File: src/logic/pte_format_pkg.sv
package pte_format_pkg;

    localparam int vaddr_width       = 32;
    localparam int paddr_width       = 34;
    localparam int page_offset_width = 12;
    localparam int vpn_width         = 10;
    localparam int ppn0_width        = 10;
    localparam int ppn1_width        = 12;
    localparam int pte_width         = 32;

    // bit 0 of the PTE is v, bit 7 is d
    typedef struct packed {
        logic d;
        logic a;
        logic g;
        logic u;
        logic x;
        logic w;
        logic r;
        logic v;
    } pte_flags_t;

    // leaf view, megapages take ppn1 alone
    typedef struct packed {
        logic [ppn1_width-1:0] ppn1;
        logic [ppn0_width-1:0] ppn0;
        logic [1:0]            rsw;
        pte_flags_t            flags;
    } pte_leaf_t;

    // pointer view, ppn names the next table page
    typedef struct packed {
        logic [ppn1_width+ppn0_width-1:0] ppn;
        logic [1:0]                       rsw;
        pte_flags_t                       flags;
    } pte_ptr_t;

    typedef union packed {
        pte_leaf_t leaf;
        pte_ptr_t  ptr;
    } pte_t;

endpackage

File: src/logic/tlb_access_pkg.sv
package tlb_access_pkg;

    // kind of access behind a lookup
    typedef enum logic [1:0] {
        source_fetch = 2'b00,
        source_load  = 2'b01,
        source_store = 2'b10
    } access_source_t;

    // hypervisor encoding 10 is not supported
    typedef enum logic [1:0] {
        mode_user       = 2'b00,
        mode_supervisor = 2'b01,
        mode_machine    = 2'b11
    } priv_mode_t;

endpackage

File: src/logic/tlb_page_ram.sv
module tlb_page_ram #(
    parameter int TAG_WIDTH = 14,
    parameter int DEPTH     = 16,
    parameter int BANK      = 4
) (
    input  logic                                            clk,
    input  logic                                            rst_n,
    input  logic                                            en,
    input  logic                                            we,
    input  logic [$clog2(DEPTH)-1:0]                        idx,
    input  logic [TAG_WIDTH-1:0]                            wtag,
    input  logic [BANK-1:0][pte_format_pkg::pte_width-1:0]  wdata,
    output logic                                            tag_valid,
    output logic [TAG_WIDTH-1:0]                            tag,
    output logic [BANK-1:0][pte_format_pkg::pte_width-1:0]  rdata,
    output logic                                            sweep_busy
);

    localparam int idx_width = $clog2(DEPTH);

    logic                                           valid_mem [DEPTH];
    logic [TAG_WIDTH-1:0]                           tag_mem   [DEPTH];
    logic [BANK-1:0][pte_format_pkg::pte_width-1:0] line_mem  [DEPTH];

    logic [idx_width-1:0] sweep_idx;

    // walk every line once after reset to clear its valid bit
    always_ff @(posedge clk) begin
        if (!rst_n) begin
            sweep_busy <= 1'b1;
            sweep_idx  <= '0;
        end else if (sweep_busy) begin
            sweep_idx <= sweep_idx + 1'b1;
            if (sweep_idx == idx_width'(DEPTH - 1)) begin
                sweep_busy <= 1'b0;
            end
        end
    end

    always_ff @(posedge clk) begin
        if (sweep_busy) begin
            valid_mem[sweep_idx] <= 1'b0;
        end else if (we) begin
            valid_mem[idx] <= 1'b1;
        end
    end

    always_ff @(posedge clk) begin
        if (we) begin
            tag_mem[idx]  <= wtag;
            line_mem[idx] <= wdata;
        end
    end

    // registered read, output holds while en is low
    always_ff @(posedge clk) begin
        if (en) begin
            tag_valid <= valid_mem[idx];
            tag       <= tag_mem[idx];
            rdata     <= line_mem[idx];
        end
    end

    // single port, a refill never shares a cycle with a lookup
    a_no_read_write: assert property (
        @(posedge clk) disable iff (!rst_n) !(we && en)
    );

endmodule

File: src/logic/tlb_page_level.sv
module tlb_page_level #(
    parameter int LEVEL = 0,
    parameter int BANK  = 4,
    parameter int DEPTH = 16
) (
    input  logic                                            clk,
    input  logic                                            rst_n,
    input  logic                                            req,
    input  logic                                            flush,
    input  logic [pte_format_pkg::vaddr_width-1:0]          vaddr,
    input  logic                                            refill_we,
    input  logic [pte_format_pkg::vaddr_width-1:0]          refill_vaddr,
    input  logic [BANK-1:0][pte_format_pkg::pte_width-1:0]  refill_data,
    output logic                                            hit,
    output pte_format_pkg::pte_t                            entry,
    output logic                                            sweep_busy
);

    // vpn of this level splits into bank offset, line index and tag
    localparam int vpn_base   = pte_format_pkg::page_offset_width
                              + LEVEL * pte_format_pkg::vpn_width;
    localparam int bank_width = $clog2(BANK);
    localparam int idx_width  = $clog2(DEPTH);
    localparam int tag_base   = vpn_base + bank_width + idx_width;
    localparam int tag_width  = pte_format_pkg::vaddr_width - tag_base;

    logic [pte_format_pkg::vaddr_width-1:0]          ram_addr;
    logic [idx_width-1:0]                            ram_idx;
    logic [tag_width-1:0]                            ram_tag;
    logic                                            ram_tag_valid;
    logic [BANK-1:0][pte_format_pkg::pte_width-1:0]  ram_line;

    logic [tag_width-1:0]  req_tag;
    logic [bank_width-1:0] req_offset;
    logic                  req_live;

    // lookups own the index, refills use it when no lookup is present
    assign ram_addr = req ? vaddr : refill_vaddr;
    assign ram_idx  = ram_addr[vpn_base + bank_width +: idx_width];

    tlb_page_ram #(
        .TAG_WIDTH(tag_width),
        .DEPTH    (DEPTH),
        .BANK     (BANK)
    ) u_page_ram (
        .clk       (clk),
        .rst_n     (rst_n),
        .en        (req),
        .we        (refill_we),
        .idx       (ram_idx),
        .wtag      (refill_vaddr[pte_format_pkg::vaddr_width-1:tag_base]),
        .wdata     (refill_data),
        .tag_valid (ram_tag_valid),
        .tag       (ram_tag),
        .rdata     (ram_line),
        .sweep_busy(sweep_busy)
    );

    always_ff @(posedge clk) begin
        if (!rst_n) begin
            req_live <= 1'b0;
        end else begin
            req_live <= req & ~flush;
        end
    end

    always_ff @(posedge clk) begin
        req_tag    <= vaddr[pte_format_pkg::vaddr_width-1:tag_base];
        req_offset <= vaddr[vpn_base +: bank_width];
    end

    assign hit   = req_live & ram_tag_valid & (ram_tag == req_tag);
    assign entry = ram_line[req_offset];

    a_refill_idle: assert property (
        @(posedge clk) disable iff (!rst_n) refill_we |-> !req
    );

endmodule

File: src/logic/pte_fault_check.sv
module pte_fault_check #(
    parameter int LEVEL = 0
) (
    input  pte_format_pkg::pte_t           entry,
    input  tlb_access_pkg::access_source_t source,
    input  tlb_access_pkg::priv_mode_t     mode,
    input  logic                           sum,
    input  logic                           mxr,
    output logic                           fault
);

    pte_format_pkg::pte_flags_t flags;
    logic is_fetch;
    logic is_load;
    logic is_store;
    logic leaf;
    logic allowed;
    logic priv_bad;
    logic misaligned;

    assign flags    = entry.leaf.flags;
    assign is_fetch = source == tlb_access_pkg::source_fetch;
    assign is_load  = source == tlb_access_pkg::source_load;
    assign is_store = source == tlb_access_pkg::source_store;
    assign leaf     = flags.r | flags.w | flags.x;

    // mxr lets loads read execute-only pages
    assign allowed = (flags.r & is_load)
                   | (flags.x & (is_fetch | (is_load & mxr)))
                   | (flags.w & is_store);

    assign priv_bad = ((mode == tlb_access_pkg::mode_supervisor) & ~sum & flags.u)
                    | ((mode == tlb_access_pkg::mode_user) & ~flags.u);

    generate
        if (LEVEL == 1) begin : g_megapage
            // megapage must sit on a 4 MiB boundary
            assign misaligned = |entry.leaf.ppn0;
        end else begin : g_page
            assign misaligned = 1'b0;
        end
    endgenerate

    assign fault = ~flags.v
                 | (flags.w & ~flags.r)
                 | (|entry.leaf.rsw)
                 | (leaf & (~allowed | priv_bad | ~flags.a | (is_store & ~flags.d)))
                 | (leaf & misaligned);

endmodule

File: src/logic/pte_addr_gen.sv
module pte_addr_gen #(
    parameter int LEVEL = 0
) (
    input  pte_format_pkg::pte_t                   entry,
    input  logic [pte_format_pkg::vaddr_width-1:0] vaddr,
    output logic [pte_format_pkg::paddr_width-1:0] paddr
);

    localparam int off_width = pte_format_pkg::page_offset_width;

    generate
        if (LEVEL == 0) begin : g_page
            assign paddr = {entry.ptr.ppn, vaddr[off_width-1:0]};
        end else begin : g_megapage
            logic leaf;
            logic [pte_format_pkg::vpn_width-1:0] vpn0;

            assign leaf = entry.leaf.flags.r | entry.leaf.flags.w | entry.leaf.flags.x;
            assign vpn0 = vaddr[off_width +: pte_format_pkg::vpn_width];

            // a pointer gives the address of the level-0 PTE for the walker
            assign paddr = leaf ? {entry.leaf.ppn1, vpn0, vaddr[off_width-1:0]}
                                : {entry.ptr.ppn, vpn0, 2'b00};
        end
    endgenerate

endmodule

File: src/logic/pte_cache.sv
module pte_cache #(
    parameter int L0_BANK  = 4,
    parameter int L0_DEPTH = 16,
    parameter int L1_BANK  = 4,
    parameter int L1_DEPTH = 8
) (
    input  logic                                   clk,
    input  logic                                   rst_n,
    input  logic                                   req,
    input  logic [pte_format_pkg::vaddr_width-1:0] vaddr,
    input  tlb_access_pkg::access_source_t         source,
    input  logic                                   flush,
    input  tlb_access_pkg::priv_mode_t             mode,
    input  logic                                   sum,
    input  logic                                   mxr,
    input  logic                                   refill_req,
    input  logic [1:0]                             refill_level,
    input  logic [pte_format_pkg::vaddr_width-1:0] refill_vaddr,
    input  logic [(L0_BANK > L1_BANK ? L0_BANK : L1_BANK)-1:0]
                 [pte_format_pkg::pte_width-1:0]   refill_data,
    output logic                                   refill_ready,
    input  logic                                   walk_full,
    output logic                                   hit,
    output logic                                   exception,
    output logic                                   error,
    output pte_format_pkg::pte_t                   hit_entry,
    output logic [pte_format_pkg::paddr_width-1:0] hit_paddr,
    output logic                                   hit_level,
    output tlb_access_pkg::access_source_t         source_o,
    output logic                                   walk_req,
    output logic [pte_format_pkg::vaddr_width-1:0] walk_vaddr,
    output tlb_access_pkg::access_source_t         walk_source,
    output logic [1:0]                             walk_valid,
    output logic [pte_format_pkg::paddr_width-1:0] walk_paddr_l0,
    output logic [pte_format_pkg::paddr_width-1:0] walk_paddr_l1
);

    logic                                   buf_req;
    logic [pte_format_pkg::vaddr_width-1:0] buf_vaddr;
    tlb_access_pkg::access_source_t         buf_source;

    logic [1:0] refill_we;
    logic [1:0] sweep_busy;
    logic [1:0] level_hit;
    logic [1:0] leaf;
    logic [1:0] fault;
    logic [1:0] first_hit;
    logic       resolved;

    pte_format_pkg::pte_t                   entry_l0;
    pte_format_pkg::pte_t                   entry_l1;
    logic [pte_format_pkg::paddr_width-1:0] paddr_l0;
    logic [pte_format_pkg::paddr_width-1:0] paddr_l1;

    // refills wait for the valid sweep and for a cycle without a lookup
    assign refill_ready = ~req & ~(|sweep_busy);
    assign refill_we    = refill_level & {2{refill_req & refill_ready}};

    // a flush at issue drops the request
    always_ff @(posedge clk) begin
        if (!rst_n) begin
            buf_req <= 1'b0;
        end else begin
            buf_req <= req & ~flush;
        end
    end

    always_ff @(posedge clk) begin
        buf_vaddr  <= vaddr;
        buf_source <= source;
    end

    tlb_page_level #(
        .LEVEL(0),
        .BANK (L0_BANK),
        .DEPTH(L0_DEPTH)
    ) u_level0 (
        .clk         (clk),
        .rst_n       (rst_n),
        .req         (req),
        .flush       (flush),
        .vaddr       (vaddr),
        .refill_we   (refill_we[0]),
        .refill_vaddr(refill_vaddr),
        .refill_data (refill_data[L0_BANK-1:0]),
        .hit         (level_hit[0]),
        .entry       (entry_l0),
        .sweep_busy  (sweep_busy[0])
    );

    tlb_page_level #(
        .LEVEL(1),
        .BANK (L1_BANK),
        .DEPTH(L1_DEPTH)
    ) u_level1 (
        .clk         (clk),
        .rst_n       (rst_n),
        .req         (req),
        .flush       (flush),
        .vaddr       (vaddr),
        .refill_we   (refill_we[1]),
        .refill_vaddr(refill_vaddr),
        .refill_data (refill_data[L1_BANK-1:0]),
        .hit         (level_hit[1]),
        .entry       (entry_l1),
        .sweep_busy  (sweep_busy[1])
    );

    pte_fault_check #(.LEVEL(0)) u_fault_l0 (
        .entry (entry_l0),
        .source(buf_source),
        .mode  (mode),
        .sum   (sum),
        .mxr   (mxr),
        .fault (fault[0])
    );

    pte_fault_check #(.LEVEL(1)) u_fault_l1 (
        .entry (entry_l1),
        .source(buf_source),
        .mode  (mode),
        .sum   (sum),
        .mxr   (mxr),
        .fault (fault[1])
    );

    pte_addr_gen #(.LEVEL(0)) u_addr_l0 (
        .entry(entry_l0),
        .vaddr(buf_vaddr),
        .paddr(paddr_l0)
    );

    pte_addr_gen #(.LEVEL(1)) u_addr_l1 (
        .entry(entry_l1),
        .vaddr(buf_vaddr),
        .paddr(paddr_l1)
    );

    assign leaf[0] = entry_l0.leaf.flags.r | entry_l0.leaf.flags.w | entry_l0.leaf.flags.x;
    assign leaf[1] = entry_l1.leaf.flags.r | entry_l1.leaf.flags.w | entry_l1.leaf.flags.x;

    // level 0 wins when both levels hit
    assign first_hit = {~level_hit[0] & level_hit[1], level_hit[0]};
    assign resolved  = |(first_hit & (leaf | fault));

    always_ff @(posedge clk) begin
        if (!rst_n) begin
            hit       <= 1'b0;
            exception <= 1'b0;
            error     <= 1'b0;
            walk_req  <= 1'b0;
        end else begin
            hit       <= buf_req & (resolved | walk_full) & ~flush;
            exception <= |(first_hit & fault);
            // a full walker turns the miss into an error hit
            error     <= buf_req & ~resolved & walk_full & ~flush;
            walk_req  <= buf_req & ~resolved & ~walk_full & ~flush;
        end
    end

    always_ff @(posedge clk) begin
        hit_entry     <= first_hit[0] ? entry_l0 : entry_l1;
        hit_paddr     <= first_hit[0] ? paddr_l0 : paddr_l1;
        hit_level     <= first_hit[1];
        source_o      <= buf_source;
        walk_vaddr    <= buf_vaddr;
        walk_source   <= buf_source;
        walk_valid    <= level_hit;
        walk_paddr_l0 <= paddr_l0;
        walk_paddr_l1 <= paddr_l1;
    end

    // the walker refills one level at a time
    a_refill_onehot: assert property (
        @(posedge clk) disable iff (!rst_n) refill_req |-> $onehot(refill_level)
    );

endmodule

File: config.mk
export PLATFORM = sky130hd
export DESIGN_NAME = pte_cache
export DESIGN_NICKNAME = d
export VERILOG_FILES = /design/src/logic/pte_format_pkg.sv /design/src/logic/tlb_access_pkg.sv /design/src/logic/tlb_page_ram.sv /design/src/logic/tlb_page_level.sv /design/src/logic/pte_fault_check.sv /design/src/logic/pte_addr_gen.sv /design/src/logic/pte_cache.sv
export SDC_FILE = /design/constraint.sdc
export NUM_CORES = 2
export LEC_CHECK = 0
export BUFFER_PORTS_ARGS = -buffer_cell sky130_fd_sc_hd__buf_2
export CAP_MARGIN = 25
export CORE_UTILIZATION = 45
export DETAILED_ROUTE_END_ITERATION = 6
export SLEW_MARGIN = 0
export SYNTH_ARGS = -nofsm -noshare
export SYNTH_HDL_FRONTEND = slang
export SYNTH_HIERARCHICAL = 1
export SYNTH_SLANG_ARGS = --single-unit
File: constraint.sdc
create_clock -name clk -period 36.3 [get_ports clk]
set_input_delay 1.815 -clock clk [delete_from_list [all_inputs] [get_ports clk]]
set_output_delay 1.815 -clock clk [all_outputs]
set_load 0.1 [all_outputs]
## Word-level counts from Yosys, hierarchy flattened

Memories as Yosys holds them, arrays and structs flattened. A register that Yosys moved wholly into a read port is not among the register bits.
Cells that the tools add are included.

| storage, ports and cells | value |
|---|---|
| register bits after elaboration | 242 |
| memory bits (writable) | 3360 |
| output and inout port bits | 178 |
| memories | 6 |

Memory list:

| memory | words | bits a word | read ports | clocked after memory_dff | wr ports | RTL line | text |
|---|---|---|---|---|---|---|---|
| u_level0.u_page_ram.line_mem | 16 | 128 | 1 | 1 | 1 | tlb_page_ram.sv:23 | `logic [BANK-1:0][pte_format_pkg::pte_width-1:0] line_mem [DEPTH];` |
| u_level1.u_page_ram.line_mem | 8 | 128 | 1 | 1 | 1 | tlb_page_ram.sv:23 |  |
| u_level0.u_page_ram.tag_mem | 16 | 14 | 1 | 1 | 1 | tlb_page_ram.sv:22 | `logic [TAG_WIDTH-1:0] tag_mem [DEPTH];` |
| u_level1.u_page_ram.tag_mem | 8 | 5 | 1 | 1 | 1 | tlb_page_ram.sv:22 |  |
| u_level0.u_page_ram.valid_mem | 16 | 1 | 1 | 1 | 1 | tlb_page_ram.sv:21 | `logic valid_mem [DEPTH];` |
| u_level1.u_page_ram.valid_mem | 8 | 1 | 1 | 1 | 1 | tlb_page_ram.sv:21 |  |

| operators by class | value |
|---|---|
| add/subtract/negate cells | 2 |
| magnitude comparators | 2 |
| equal/unequal tests | 7 |
| muxes and demuxes | 30 |
| bitwise logic cells | 82 |
| reduce and logical (&&, ||, !) cells | 10 |

Operator list:

| cell | number |
|---|---|
| $bmux 32 s2 | 2 |
| $mux 32 | 3 |
| $and 1x1->1 | 34 |
| $mux 34 | 1 |
| $mux 27 | 1 |
| $or 1x1->1 | 25 |
| $mux 22 | 1 |
| $mux 1 | 20 |
| $not 1->1 | 19 |
| $eq 14x14->1 | 1 |
| $reduce_or 10->1 | 1 |
| $reduce_or 2->1 | 5 |
| $and 2x2->2 | 3 |
| $lt 2x3->1 const B | 2 |
| $eq 5x5->1 | 1 |
| $add 4x1->4 const B | 1 |
| $eq 2x1->1 const B | 2 |
| $eq 4x4->1 const B | 1 |
| $logic_not 2->1 | 2 |
| $mux 4 | 1 |
| $add 3x1->3 const B | 1 |
| $eq 3x3->1 const B | 1 |
| $mux 3 | 1 |
| $eq 2x2->1 const B | 1 |
| 2 further kinds | 3 |

## Longest topological paths before layout

| logic depth | value |
|---|---|
| word-level depth | 20 |
| depth in mapped cells | 10 |
| gate-level depth less buffers | 8 |

## Hierarchy

Netlist, hierarchy kept.

By module, submodules not included:

| module | times used | cells an instance | area each (um2) |
|---|---|---|---|
| tlb_page_ram at u_level0.u_page_ram | 1 | 3707 | 89990.1 |
| tlb_page_ram at u_level1.u_page_ram | 1 | 1757 | 44626.6 |
| pte_cache | 1 | 301 | 5107.4 |
| tlb_page_level at u_level0 | 1 | 81 | 1323.8 |
| tlb_page_level at u_level1 | 1 | 59 | 1076.0 |
| pte_addr_gen at u_addr_l1 | 1 | 37 | 366.6 |
| pte_addr_gen at u_addr_l0 | 1 | 34 | 255.2 |
| pte_fault_check at u_fault_l1 | 1 | 18 | 121.4 |
| pte_fault_check at u_fault_l0 | 1 | 13 | 78.8 |

## Worst setup path before layout

No wires, ideal clock.

| timing | value |
|---|---|
| path kind | input port to flip-flop |
| from | input req |
| to | memory u_level0/u_page_ram/line_mem[0][0] (netlist bit) (enable) |
| library setup time | 0.818 ns |
| arrival | 14.457 ns |
| data required time | 35.482 ns |
| slack | 21.025 ns |
| stages on the path | 4 |
| path buffers | 0 |
| cell sequence | nor3_1 and3_1 or3b_2 nor3_1 |

| between the ends | value |
|---|---|
| longest elaborated chain between the ends | 6 |

Ends and longest elaborated chain:

| what | RTL line | text |
|---|---|---|
| from (decl) | pte_cache.sv:9 | `input logic req,` |
| $not 1->1 | pte_cache.sv:56 | `assign refill_ready = ~req & ~(\|sweep_busy);` |
| $and 1x1->1 | pte_cache.sv:56 |  |
| $and 1x1->1 | pte_cache.sv:57 | `assign refill_we = refill_level & {2{refill_req & refill_ready}};` |
| $and 2x2->2 | pte_cache.sv:57 |  |
| named net refill_we[0] | pte_cache.sv:42 | `logic [1:0] refill_we;` |
| $mux 1 | tlb_page_ram.sv:49 | `if (we) begin` |
| $mux 1 (implied by the code) | tlb_page_ram.sv:51 | `line_mem[idx] <= wdata;` |
| to (decl) | tlb_page_ram.sv:23 |  |

The timed path passes the listed nets, and every way through them passes these cells.

## Worst setup path in the final report

| timing | value |
|---|---|
| from | input req |
| to | register u_level0/u_page_ram/rdata[66] (netlist bit), read port of u_level0.u_page_ram.line_mem (data pin) |

| between the ends | value |
|---|---|
| longest elaborated chain between the ends | 1 |

Ends and longest elaborated chain:

| what | RTL line | text |
|---|---|---|
| $mux 27 | -- |  |
| named net u_level0.ram_addr (one bit) | tlb_page_level.sv:27 | `logic [pte_format_pkg::vaddr_width-1:0] ram_addr;` |
| to (decl) | tlb_page_ram.sv:15 | `output logic [BANK-1:0][pte_format_pkg::pte_width-1:0] rdata,` |

The timed path passes the listed nets, and every way through them passes these cells.
A chain may end at the register's enable or synchronous reset.

==> flow_summary.toml <==
[worst_setup_path]
crit_path_end_kind = "flip-flop"
crit_path_frequent_cell = "buf_4"
cp_cell_sequence = "buf_8, mux2_8, buf_4, buf_4, buf_4, buf_4, buf_4, mux4_2, a22oi_1, nand2_1"
critical_path.top_delay_family = "buffers and inverters"
cp_max_fo = 67
critPathBufInv = 6
r2r_start = "u_level1/u_page_ram/sweep_busy"
worst-r2r-setup-slack_ps = 30940
reg2reg_depth = 7
crit_path_max_incr_delay_ps = 780
critical_path_required_ps = 36870
crit_arrival_ps = 7960
startpoint_type = "primary input"
cp_slowest_cell = "buf_4"
r2r_end = "u_level1/u_page_ram/line_mem[1][76]"
path_class = "in2reg"

[yosys]
ys_types = 52
synth-edff-count = 3637
netlist_area_mm2 = 0.143
yosysWarnings = 6
netlist_instances = 6007
ys_ff_latch = 3881
ys.flop_type = "edfxtp_1"
yosysMostFrequentCell = "edfxtp_1"
avgSynthCellArea_um2 = 23.8
synth_commonest_cells = "edfxtp_1 (3637), mux4_2 (896), a22oi_1 (289)"
netlist.area_leader.share_pct = 76.4
syn-num-nets = 6216
ys_async_sr_fraction_pct = 0
synth_top_area_cell = "edfxtp_1"
synthTopCellsByArea = "edfxtp_1 (76%), mux4_2 (14%), dfxtp_1 (3.4%), mux2_2 (1.8%), a22oi_1 (1.5%)"
synth_seq_area_share_pct = 79.8

[hold_path]
hold_end = "walk_vaddr[28]"
min_from = "buf_vaddr[28]"
min_path_cells = 0
hold_path.class = "reg2reg"

[placed_design]
dp.cells = 10300
dpl.hpwl_mm = 224
place_congestion = 0.796
postPlaceCellArea_mm2 = 0.150
io_buffers = 369

[run_status]
status = "finished, final reports clean"

[drt]
vias = 67200
wl_mm = 384
drt_iter0_drc = 8050
vias_per_cell = 6.05
wl_per_cell_um = 34.6
final_antenna_net_count = 0
drc_errors = 0
firstDrtPassIters = 7

[sta]
tightest_slew_ps = 1120
maxSlewHeadroom_pct = 25.4
finalHoldViolCount = 0
setup_violations = 0
rsz0062_at_grt = "no"
period_needed_ps = 7400
period_share_pct = 20.4
tns_ps = 0
timing.fmax_mhz = 135
finalClockSkew_ps = 94.2
slew_violations = 0

[grt]
grt_pass1_vias = 66600
gr-total-overflow = 0
antenna_found_initial = 111
grt_max_degree = 127
grt_usage_pct = 24.0
grt_pass1_wl_mm = 529

[floorplan]
coreArea_mm2 = 0.315
start_util_pct = 45.3
fp-row-count = 206
fp.dieArea_mm2 = 0.320
die_h_um = 566
die_w_um = 566
io_pins = 384

[clock_network]
clk_latency_ps = 1000
cts_buffers = 389
cts_hold_repair.buffers = 0
h-tree-depth = 5
ctsResizeCount = 0
clk_path_buf_depth = 4
clkTransAtPathRegs_ps = 60
cts_tree = "done"
cts_setup_buffers = 0
cts_root_buf = "clkbuf_16"
cts_sinks = 3881

[flow_run]
max_cap_viol_count = 0

[final_layout]
utilization_pct = 51.5
stdcell_count = 11100
final_nets = 6788
layout-drive-gt1-share_pct = 32.6
final_area_mm2 = 0.162
syn_to_final_growth_pct = 13.7

[power]
vdd_drop_max_v = 0.0000388
p_leak_nw = 51.9
power_density_mw_per_mm2 = 59.3
state kept, by name (all words and copies together), names as in the netlist, 3 cells and up:
register,flops
buf_vaddr,32
hit_entry,32
hit_paddr,34
u_level0/req_tag,14
u_level0/u_page_ram/line_mem,2048
u_level0/u_page_ram/rdata,128
u_level0/u_page_ram/sweep_idx,4
u_level0/u_page_ram/tag,14
u_level0/u_page_ram/tag_mem,224
u_level0/u_page_ram/valid_mem,16
u_level1/req_tag,5
u_level1/u_page_ram/line_mem,1024
u_level1/u_page_ram/rdata,128
u_level1/u_page_ram/sweep_idx,3
u_level1/u_page_ram/tag,5
u_level1/u_page_ram/tag_mem,40
u_level1/u_page_ram/valid_mem,8
walk_paddr_l0,34
walk_paddr_l1,34
walk_vaddr,32
through the flow:
| step | hold WS [ps] | setup slack (ps) | total power, mW |
|---|---|---|---|
| 6_report | 325 | 28900 | 9.63 |
| 5_1_grt | 330 | 28340 | 9.90 |
| 4_1_cts | 327 | 28750 | 9.71 |
| 3_5_place_dp | 312 | 27740 | 5.79 |
| 3_3_place_gp | 311 | 27760 | 5.78 |
| 2_1_floorplan | 310 | 21030 | 5.53 |
cell type report:
type                    instances  area, µm²
well taps                    4160       5200
repair buffers                526       3160
inverters                       5       18.8
multi-input cells            1776      27200
clock buffers                 493      10500
flip-flops and latches       3881     114000
diodes                         36       90.1
fillers                     24500     153000
clock inverters               226       2250
logic make-up after synthesis:
kind of cell             synth area share (%)
AO/OA/AOI/OAI                            1.65
XOR/XNOR                                0.141
adder cells (fa/ha/maj)                0.0263
buffers and inverters                    1.36
flip-flops                               79.8
multiplexers                             16.1
AND/OR/NAND/NOR                         0.946
routing by layer:
metal / track usage (%) / vias up / share of wire, %
li1: - / 26700 / -
met2: 38.9 / 3103 / 48
met4: 6.03 / 28 / 2.9
met1: 33.7 / 36800 / 40
met5: 0 / - / 0.044
met3: 4.41 / 569 / 8.4
cell usage in the layout (no fill, tap or decap), types with 6 or more instances in the layout:
cell        netlist  layout
dfxtp_1         244     240
mux2i_1           8       8
nor3_2            0       6
clkbuf_1        109      73
nand2b_1         12      12
xnor2_1          18      18
a22oi_1         289     289
clkbuf_8          0      19
buf_4            71     146
buf_2            92     368
diode_2           0      36
mux4_2          896     896
nand3b_1          6       6
clkbuf_2          0       6
clkbuf_16         0     395
clkinvlp_4        0      10
edfxtp_1       3637    3637
nor2_4            0      19
bufinv_16         0      25
nor2_1           55      36
clkinv_16         0      20
mux2_2          229     226
clkinv_1          0      82
nor2b_1          11       9
nand3_1           8       8
nand2_1         159     159
a21oi_1           6       6
clkinv_2          0      79
buf_12            3       8
report_power, final:
part           internal (mW)  total, mW  switching, mW
combinational          0.215      0.686          0.471
sequential              4.96       5.00         0.0462
clock                   2.23       3.95           1.71
how the worst max path moves through the flow:
stage / startpoint / end / depth (start not counted) / slack [ps]
2_1_floorplan: req / u_level0/u_page_ram/line_mem[0][0] / 4 / 21030
3_3_place_gp: req / u_level0/u_page_ram/rdata[67] / 10 / 27760
3_5_place_dp: req / u_level0/u_page_ram/rdata[66] / 10 / 27740
4_1_cts: req / u_level0/u_page_ram/rdata[67] / 10 / 28750
5_1_grt: req / u_level0/u_page_ram/rdata[66] / 10 / 28340
6_report: req / u_level0/u_page_ram/rdata[66] / 10 / 28900
Note: power is estimated with default switching activity, not from simulation.
